<file path="config.mk">
export PLATFORM = sky130hd
export DESIGN_NAME = cpu_core
export DESIGN_NICKNAME = d
export VERILOG_FILES = /design/src/hw/cpu_pkg.sv /design/src/hw/alu.sv /design/src/hw/cpu_core.sv /design/src/hw/datapath.sv /design/src/hw/instruction_decode.sv
export VERILOG_INCLUDE_DIRS = /design/src /design/src/include
export SDC_FILE = /design/constraint.sdc
export NUM_CORES = 1
export LEC_CHECK = 0
export ABC_AREA = 0
export BUFFER_PORTS_ARGS = -buffer_cell sky130_fd_sc_hd__buf_2
export CAP_MARGIN = 10
export CORE_MARGIN = 3
export CORE_UTILIZATION = 43
export DETAILED_ROUTE_END_ITERATION = 16
export GPL_ROUTABILITY_DRIVEN = 0
export MAX_ROUTING_LAYER = met4
export PLACE_DENSITY = 0.63
export SKIP_LAST_GASP = 1
export SYNTH_ARGS = -nofsm -noshare
export SYNTH_HDL_FRONTEND = slang
export SYNTH_SLANG_ARGS = --single-unit
</file>
<file path="constraint.sdc">
create_clock -name clk -period 15.62 [get_ports clk]
set_clock_uncertainty 0.1 [all_clocks]
set_input_delay 3.905 -clock clk [delete_from_list [all_inputs] [get_ports clk]]
set_output_delay 3.905 -clock clk [all_outputs]
set_load 0.01 [all_outputs]
</file>
<file path="src/include/opcodes.svh">
`ifndef OPCODES_SVH
`define OPCODES_SVH

// Zero-page loads and ALU reads
`define OP_LDA_ZPG 8'hA5
`define OP_ADC_ZPG 8'h65
`define OP_AND_ZPG 8'h25
`define OP_ORA_ZPG 8'h05
`define OP_EOR_ZPG 8'h45

// Zero-page store
`define OP_STA_ZPG 8'h85

// Zero-page read-modify-write
`define OP_ASL_ZPG 8'h06
`define OP_LSR_ZPG 8'h46
`define OP_ROL_ZPG 8'h26
`define OP_ROR_ZPG 8'h66
`define OP_INC_ZPG 8'hE6
`define OP_DEC_ZPG 8'hC6

// Relative branches, offset byte follows the opcode
`define OP_BEQ_REL 8'hF0
`define OP_BNE_REL 8'hD0
`define OP_BCC_REL 8'h90
`define OP_BCS_REL 8'hB0

`endif

</file>
<file path="src/hw/cpu_pkg.sv">
`include "opcodes.svh"

package cpu_pkg;

    localparam logic [15:0] RESET_PC = 16'h0200; // First opcode fetch after reset

    typedef enum logic [2:0] {
        S_FETCH    = 3'd0, // Opcode read at PC
        S_ZPG_ADDR = 3'd1, // Operand byte at PC (zpg address or branch offset)
        S_READ     = 3'd2, // Zero-page read
        S_MODIFY   = 3'd3, // RMW operation on the data latch
        S_WRITE    = 3'd4, // Zero-page write
        S_BRANCH   = 3'd5  // Extra cycle of a taken branch
    } cpu_state_e;

    // Read-modify-write operations sit at the top of the encoding
    typedef enum logic [3:0] {
        ALU_PASS = 4'd0,
        ALU_ADC  = 4'd1,
        ALU_AND  = 4'd2,
        ALU_ORA  = 4'd3,
        ALU_EOR  = 4'd4,
        ALU_ASL  = 4'd5,
        ALU_LSR  = 4'd6,
        ALU_ROL  = 4'd7,
        ALU_ROR  = 4'd8,
        ALU_INC  = 4'd9,
        ALU_DEC  = 4'd10
    } alu_op_e;

    typedef enum logic {
        ADDR_PC  = 1'b0,
        ADDR_ZPG = 1'b1
    } addr_src_e;

    typedef struct packed {
        logic n;
        logic v;
        logic z;
        logic c;
    } status_t;

    typedef struct packed {
        logic      pc_inc;      // PC + 1
        logic      branch_take; // PC + 1 + offset, with pc_inc
        addr_src_e addr_src;
        logic      zpg_load;    // Latch zero-page address from rdata
        logic      data_load;   // Latch ALU result into the data latch
        alu_op_e   alu_op;
        logic      acc_load;
        logic      flags_load;
        logic      wr_en;
    } ctrl_t;

    typedef struct packed {
        logic [15:0] addr;
        logic [7:0]  wdata;
        logic        we;
    } mem_req_t;

endpackage

</file>
<file path="src/hw/alu.sv">
module alu (
    input  cpu_pkg::alu_op_e op,
    input  logic [7:0]       a,
    input  logic [7:0]       b,
    input  logic             carry_in,
    output logic [7:0]       result,
    output cpu_pkg::status_t flags
);
    import cpu_pkg::*;

    logic [8:0] sum;

    assign sum = {1'b0, a} + {1'b0, b} + {8'h00, carry_in};

    always_comb begin
        result  = b;
        flags.c = carry_in; // C holds unless the op produces one
        flags.v = 1'b0;
        case (op)
            ALU_ADC: begin
                result  = sum[7:0];
                flags.c = sum[8];
                flags.v = (a[7] == b[7]) && (sum[7] != a[7]); // Signed overflow
            end
            ALU_AND: result = a & b;
            ALU_ORA: result = a | b;
            ALU_EOR: result = a ^ b;
            ALU_ASL: begin
                result  = {b[6:0], 1'b0};
                flags.c = b[7];
            end
            ALU_LSR: begin
                result  = {1'b0, b[7:1]};
                flags.c = b[0];
            end
            ALU_ROL: begin
                result  = {b[6:0], carry_in};
                flags.c = b[7];
            end
            ALU_ROR: begin
                result  = {carry_in, b[7:1]};
                flags.c = b[0];
            end
            ALU_INC: result = b + 8'd1;
            ALU_DEC: result = b - 8'd1;
            default: result = b; // Pass
        endcase
        flags.n = result[7];
        flags.z = (result == 8'h00);
    end

endmodule

</file>
<file path="src/hw/cpu_core.sv">
module cpu_core (
    input  logic              clk,
    input  logic              rst,
    input  logic              rdy,
    input  logic [7:0]        rdata,
    output cpu_pkg::mem_req_t mem_req
);
    import cpu_pkg::*;

    ctrl_t   ctrl;
    status_t status;

    // Control FSM, sees the opcode on the shared read bus
    instruction_decode u_instruction_decode (
        .clk    (clk),
        .rst    (rst),
        .rdy    (rdy),
        .rdata  (rdata),
        .status (status),
        .ctrl   (ctrl)
    );

    datapath u_datapath (
        .clk     (clk),
        .rst     (rst),
        .rdy     (rdy),
        .ctrl    (ctrl),
        .rdata   (rdata),
        .status  (status),
        .mem_req (mem_req)
    );

endmodule

</file>
<file path="src/hw/datapath.sv">
module datapath (
    input  logic              clk,
    input  logic              rst,
    input  logic              rdy,
    input  cpu_pkg::ctrl_t    ctrl,
    input  logic [7:0]        rdata,
    output cpu_pkg::status_t  status,
    output cpu_pkg::mem_req_t mem_req
);
    import cpu_pkg::*;

    logic [7:0]  acc_q;
    logic [15:0] pc_q;
    logic [7:0]  zpg_q;
    logic [7:0]  data_q;
    status_t     status_q;

    logic        rmw_op;
    logic [7:0]  alu_b;
    logic [7:0]  alu_result;
    status_t     alu_flags;
    logic [15:0] pc_next;
    logic [15:0] branch_offset;

    assign rmw_op        = (ctrl.alu_op >= ALU_ASL); // Shift, rotate, inc, dec
    assign alu_b         = rmw_op ? data_q : rdata;
    assign pc_next       = pc_q + 16'd1;
    assign branch_offset = {{8{rdata[7]}}, rdata}; // Sign-extended relative offset

    alu u_alu (
        .op       (ctrl.alu_op),
        .a        (acc_q),
        .b        (alu_b),
        .carry_in (status_q.c),
        .result   (alu_result),
        .flags    (alu_flags)
    );

    always_ff @(posedge clk) begin
        if (rst) begin
            acc_q    <= 8'h00;
            pc_q     <= RESET_PC;
            status_q <= '0;
        end else if (rdy) begin
            if (ctrl.acc_load) begin
                acc_q <= alu_result;
            end
            if (ctrl.flags_load) begin
                status_q.n <= alu_flags.n;
                status_q.z <= alu_flags.z;
                status_q.c <= alu_flags.c;
                if (ctrl.alu_op == ALU_ADC) begin
                    status_q.v <= alu_flags.v; // Only ADC touches V
                end
            end
            if (ctrl.branch_take) begin
                pc_q <= pc_next + branch_offset;
            end else if (ctrl.pc_inc) begin
                pc_q <= pc_next;
            end
        end
    end

    always_ff @(posedge clk) begin
        if (rdy) begin
            if (ctrl.zpg_load) begin
                zpg_q <= rdata;
            end
            if (ctrl.data_load) begin
                data_q <= alu_result; // Operand, then the modified byte
            end
        end
    end

    assign status        = status_q;
    assign mem_req.addr  = (ctrl.addr_src == ADDR_ZPG) ? {8'h00, zpg_q} : pc_q;
    assign mem_req.wdata = rmw_op ? data_q : acc_q; // RMW result or STA
    assign mem_req.we    = ctrl.wr_en;

endmodule

</file>
<file path="src/hw/instruction_decode.sv">
module instruction_decode (
    input  logic             clk,
    input  logic             rst,
    input  logic             rdy,
    input  logic [7:0]       rdata,
    input  cpu_pkg::status_t status,
    output cpu_pkg::ctrl_t   ctrl
);
    import cpu_pkg::*;

    cpu_state_e state_q;
    cpu_state_e state_d;
    logic [7:0] opcode_q;

    function automatic alu_op_e op_to_alu(input logic [7:0] op);
        case (op)
            `OP_ADC_ZPG: return ALU_ADC;
            `OP_AND_ZPG: return ALU_AND;
            `OP_ORA_ZPG: return ALU_ORA;
            `OP_EOR_ZPG: return ALU_EOR;
            `OP_ASL_ZPG: return ALU_ASL;
            `OP_LSR_ZPG: return ALU_LSR;
            `OP_ROL_ZPG: return ALU_ROL;
            `OP_ROR_ZPG: return ALU_ROR;
            `OP_INC_ZPG: return ALU_INC;
            `OP_DEC_ZPG: return ALU_DEC;
            default:     return ALU_PASS; // LDA, STA
        endcase
    endfunction

    function automatic logic is_read_op(input logic [7:0] op);
        return op inside {`OP_LDA_ZPG, `OP_ADC_ZPG, `OP_AND_ZPG, `OP_ORA_ZPG, `OP_EOR_ZPG};
    endfunction

    function automatic logic is_rmw_op(input logic [7:0] op);
        return op inside {`OP_ASL_ZPG, `OP_LSR_ZPG, `OP_ROL_ZPG,
                          `OP_ROR_ZPG, `OP_INC_ZPG, `OP_DEC_ZPG};
    endfunction

    function automatic logic is_branch_op(input logic [7:0] op);
        return op inside {`OP_BEQ_REL, `OP_BNE_REL, `OP_BCC_REL, `OP_BCS_REL};
    endfunction

    function automatic logic branch_cond(input logic [7:0] op, input status_t st);
        case (op)
            `OP_BEQ_REL: return st.z;
            `OP_BNE_REL: return !st.z;
            `OP_BCC_REL: return !st.c;
            default:     return st.c; // BCS
        endcase
    endfunction

    always_comb begin
        state_d       = state_q;
        ctrl          = '0;
        ctrl.alu_op   = ALU_PASS;
        ctrl.addr_src = ADDR_PC;
        case (state_q)
            S_FETCH: begin
                ctrl.pc_inc = 1'b1; // Opcode on rdata, latched below
                state_d     = S_ZPG_ADDR;
            end
            S_ZPG_ADDR: begin
                if (is_branch_op(opcode_q)) begin
                    ctrl.pc_inc = 1'b1;
                    if (branch_cond(opcode_q, status)) begin
                        ctrl.branch_take = 1'b1; // Offset is on rdata now
                        state_d          = S_BRANCH;
                    end else begin
                        state_d = S_FETCH;
                    end
                end else if (is_read_op(opcode_q) || is_rmw_op(opcode_q) ||
                             opcode_q == `OP_STA_ZPG) begin
                    ctrl.pc_inc   = 1'b1;
                    ctrl.zpg_load = 1'b1;
                    state_d       = (opcode_q == `OP_STA_ZPG) ? S_WRITE : S_READ;
                end else begin
                    state_d = S_FETCH; // Unknown opcode, two-cycle no-op
                end
            end
            S_READ: begin
                ctrl.addr_src = ADDR_ZPG;
                if (is_rmw_op(opcode_q)) begin
                    ctrl.data_load = 1'b1; // Pass operand into the data latch
                    state_d        = S_MODIFY;
                end else begin
                    ctrl.alu_op     = op_to_alu(opcode_q);
                    ctrl.acc_load   = 1'b1;
                    ctrl.flags_load = 1'b1;
                    state_d         = S_FETCH;
                end
            end
            S_MODIFY: begin
                ctrl.addr_src   = ADDR_ZPG;
                ctrl.alu_op     = op_to_alu(opcode_q);
                ctrl.data_load  = 1'b1;
                ctrl.flags_load = 1'b1;
                state_d         = S_WRITE;
            end
            S_WRITE: begin
                ctrl.addr_src = ADDR_ZPG;
                ctrl.alu_op   = op_to_alu(opcode_q); // Selects the write source
                ctrl.wr_en    = 1'b1;
                state_d       = S_FETCH;
            end
            S_BRANCH: begin
                state_d = S_FETCH; // PC already holds the target
            end
            default: begin
                state_d = S_FETCH;
            end
        endcase
    end

    always_ff @(posedge clk) begin
        if (rst) begin
            state_q <= S_FETCH;
        end else if (rdy) begin
            state_q <= state_d;
        end
    end

    always_ff @(posedge clk) begin
        if (rdy && state_q == S_FETCH) begin
            opcode_q <= rdata;
        end
    end

endmodule

</file>
==> flow_summary.toml <==
[drt]
routedWlPerCell_microns = 18.6
drtAntennaViolNets = 0
via_count = 4846
drt_first_pass_iters = 8
drcViolationCount = 0
drtIter0Drc = 345
vias_per_cell = 6.17
route.final.wire_length_mm = 14.7

[placement]
placed_cells = 778
dp_hpwl_mm = 11.0
port_buffers = 35
pre_cts_ws_ns = 7.76
postPlaceCellArea_sq_mm = 0.00544

[power]
p_total_mw = 0.368
clock_power_share = 0.393
p_comb_frac = 0.183
ir_worst_vdd_v = 0.0000643
swShare = 0.272
p_sw_mw = 0.0999
power.density_mw_per_mm2 = 65.4
p_seq_frac = 0.424
p_int_mw = 0.268
leakage_nw = 2.33

[grt]
grt_pass1_wl_mm = 23.5
grt_max_degree = 40
grt_pass1_vias = 4625
grt_usage = 0.229
antenna_found_initial = 0
overflow = 0

[sta]
timing.hold.ws_ns = 0.407
relSlewSlack = 0.365
max_freq_mhz = 131
finalCritPeriodShare = 0.487
grt_setup_unrepaired = "no"
finalSetupViolations = 0
setup_tns_ns = 0
worst_pin_slew_ns = 0.953
slew_violations = 0
min_period_ns = 7.61
hold_violations = 0
finalWorstSetupSlack_ns = 8.01

[hold_path]
hp-start = "u_datapath.acc_q[3]$_SDFFE_PP0P_"
hp-class = "flop to flop"
whs_path_depth = 2
min_to = "u_datapath.acc_q[3]$_SDFFE_PP0P_"

[cts]
cts_made_buffers = 5
cts_sinks = 53
postCtsSetupRepairBufs = 0
cts_tree = "built"
hold_buffers = 0
h-tree-depth = 2
cts_resized = 0
clock_latency_ns = 0.30
cts-root-buf = "clkbuf_16"
clk_pin_slew_ns = 0.07
cts.path.max_buffers = 2

[logic_synthesis]
synth_warnings = 0
synth_cell_types = 82
syn-mean-instance-area_sq_um = 8.28
netlist_area_sq_mm = 0.00515
async_flop_share = 0
synth_edf_count = 24
synth_nets = 675
synthCells = 622
synth-seq-area-share = 0.253
ys_seq_elements = 53
synthFlopType = "dfxtp_1"

[critical_path]
reg2reg_to = "u_datapath.status[1]$_SDFFE_PP0P_"
max_stage_delay_ns = 0.49
cp_max_fo = 5
crit_family = "compound AO/OA/AOI/OAI gates"
start_kind = "input port"
worstPathRequired_ns = 15.74
reg2reg_depth = 17
cp-end-kind = "flop"
path_buf_inv = 2
cp_slowest_cell = "or4_1"
worstSetupPathType = "input port to flop"
path_cells = "buf_2 -> mux2i_1 -> inv_1 -> fa_1 -> a21o_1 -> a21oi_1 -> o21bai_1 -> a21oi_1 -> xnor2_1 -> o221ai_1 -> o32a_1 -> or4_1 -> or4_1 -> o32ai_2"
cp.arrival_ns = 7.73
worst-r2r-setup-slack_ns = 9.39
r2r-start = "u_instruction_decode.opcode_q[3]$_DFFE_PP_"

[floorplanning]
pin_count = 36
dieHeight_microns = 115
rows = 39
dieArea_sq_mm = 0.0133
core_region_area_sq_mm = 0.0116
die_w_microns = 115
start_util = 0.446

[outcome]
status = "complete, no violations"

[finish]
num_antenna_cells = 0
syn_to_final_growth_pct = 9.18
nets = 695
layout.cells.non_filler = 786
drive_above_1_share = 0.132
fin_util = 0.486
stdcell_area_sq_mm = 0.00563

[flow_run]
cap_violations = 0
[tightest hold or removal path, cell delays in order (launching register included)]
cell and delay, ns:
dfxtp_1 0.34, nand2_1 0.06, a21oi_1 0.05
[routing by layer]
layer / up-vias / share of wire / global-route usage
met5: - / 0 / -
met4: 0 / 0.023 / 0.0712
met3: 27 / 0.052 / 0.0235
met2: 154 / 0.49 / 0.396
met1: 2313 / 0.43 / 0.283
li1: 2352 / - / -
[cells in the final DEF, fill, tap and decap left out, drive strengths merged, types with 4 or more instances in the layout]
| master | count |
|---|---|
| clkbuf | 5 |
| o21a | 5 |
| a31oi | 7 |
| xnor2 | 18 |
| a22oi | 11 |
| nor2b | 10 |
| and3 | 11 |
| edfxtp | 24 |
| a21o | 13 |
| o211ai | 6 |
| mux2 | 19 |
| nand2b | 13 |
| nand3 | 18 |
| a21oi | 37 |
| dfxtp | 29 |
| fa | 4 |
| o22ai | 4 |
| o21bai | 4 |
| a211oi | 9 |
| xor2 | 10 |
| buf | 41 |
| a2111oi | 5 |
| and2 | 9 |
| nor3b | 5 |
| o221ai | 6 |
| nand2 | 52 |
| inv | 35 |
| o21ai | 33 |
| or2 | 5 |
| mux2i | 16 |
| nor2 | 54 |
| a221oi | 4 |
| ha | 38 |
| nor3 | 20 |
[layout make-up]
| class | instances | area [sq um] |
|---|---|---|
| clock buffer | 5 | 125 |
| clock inverter | 3 | 65.1 |
| fill | 1099 | 5940 |
| inverter | 36 | 136 |
| multi-input combinational | 505 | 3600 |
| sequential | 53 | 1300 |
| tap | 143 | 179 |
| timing repair buffer | 41 | 220 |
[synthesized netlist by cell type, types with 3 or more instances]
cell	number	share of area
o211ai_1	6	0.0087
a2bb2oi_1	3	0.0051
xor2_1	10	0.017
o311a_1	3	0.0058
a21oi_1	36	0.035
nand2_1	50	0.036
clkbuf_1	18	0.013
a211oi_1	9	0.013
fa_1	4	0.016
o31a_1	3	0.0051
o21bai_1	4	0.0058
and2_1	9	0.011
mux2_2	18	0.039
dfxtp_1	29	0.11
o21a_1	4	0.0058
nor3_1	20	0.019
xnor2_1	18	0.031
a22oi_1	11	0.016
inv_1	33	0.024
edfxtp_1	24	0.14
nor3b_1	4	0.0058
nor2b_1	10	0.012
a32oi_1	3	0.0051
or3_1	3	0.0036
a31oi_1	7	0.0085
ha_1	38	0.092
buf_2	7	0.0068
o21ai_0	32	0.031
nand3b_1	3	0.0044
nor2_1	54	0.039
o221ai_1	6	0.010
and3b_1	3	0.0051
and3_1	11	0.013
a2111oi_0	4	0.0068
nand3_1	18	0.017
o22ai_1	4	0.0049
nand2b_1	13	0.016
a21o_1	13	0.019
mux2i_1	15	0.029
a221oi_1	4	0.0068
[power groups by stage]
stage               logic, mW  clock network [mW]  registers (mW)
finish                 0.0673               0.145           0.156
CTS                    0.0671               0.147           0.156
floorplan              0.0514                   0           0.155
detailed placement     0.0666                   0           0.159
global placement       0.0652                   0           0.159
global route           0.0745               0.151           0.157
[flip-flops by register name, indices dropped and copies added (netlist names)]
| name | flops |
|---|---|
| u_instruction_decode.state_q | 3 |
| u_datapath.acc_q | 8 |
| u_datapath.zpg_q | 8 |
| u_datapath.status | 2 |
| u_datapath.pc_q | 16 |
| u_datapath.data_q | 8 |
| u_instruction_decode.opcode_q | 8 |
[cells by family after synthesis]
group / Yosys count / synth area share
buffers and inverters: 64 / 0.0515
XOR/XNOR: 28 / 0.0476
multiplexers: 35 / 0.0741
adder cells (fa/ha/maj): 42 / 0.108
flip-flops: 53 / 0.253
AND/OR/NAND/NOR: 220 / 0.221
AO/OA/AOI/OAI: 180 / 0.245
[worst max-delay path by stage]
stage                                                   end  slack [ns]  cells past startpoint      from
after global routing      u_datapath.status[1]$_SDFFE_PP0P_        7.76                     14  rdata[1]
after floorplan           u_datapath.status[1]$_SDFFE_PP0P_        8.26                     13  rdata[1]
after detailed placement  u_datapath.status[1]$_SDFFE_PP0P_        7.76                     14  rdata[1]
after global placement    u_datapath.status[1]$_SDFFE_PP0P_        7.85                     14  rdata[1]
after CTS                 u_datapath.status[1]$_SDFFE_PP0P_        8.05                     14  rdata[1]
final                     u_datapath.status[1]$_SDFFE_PP0P_        8.01                     14  rdata[1]
(Power assumes the default switching activity.)
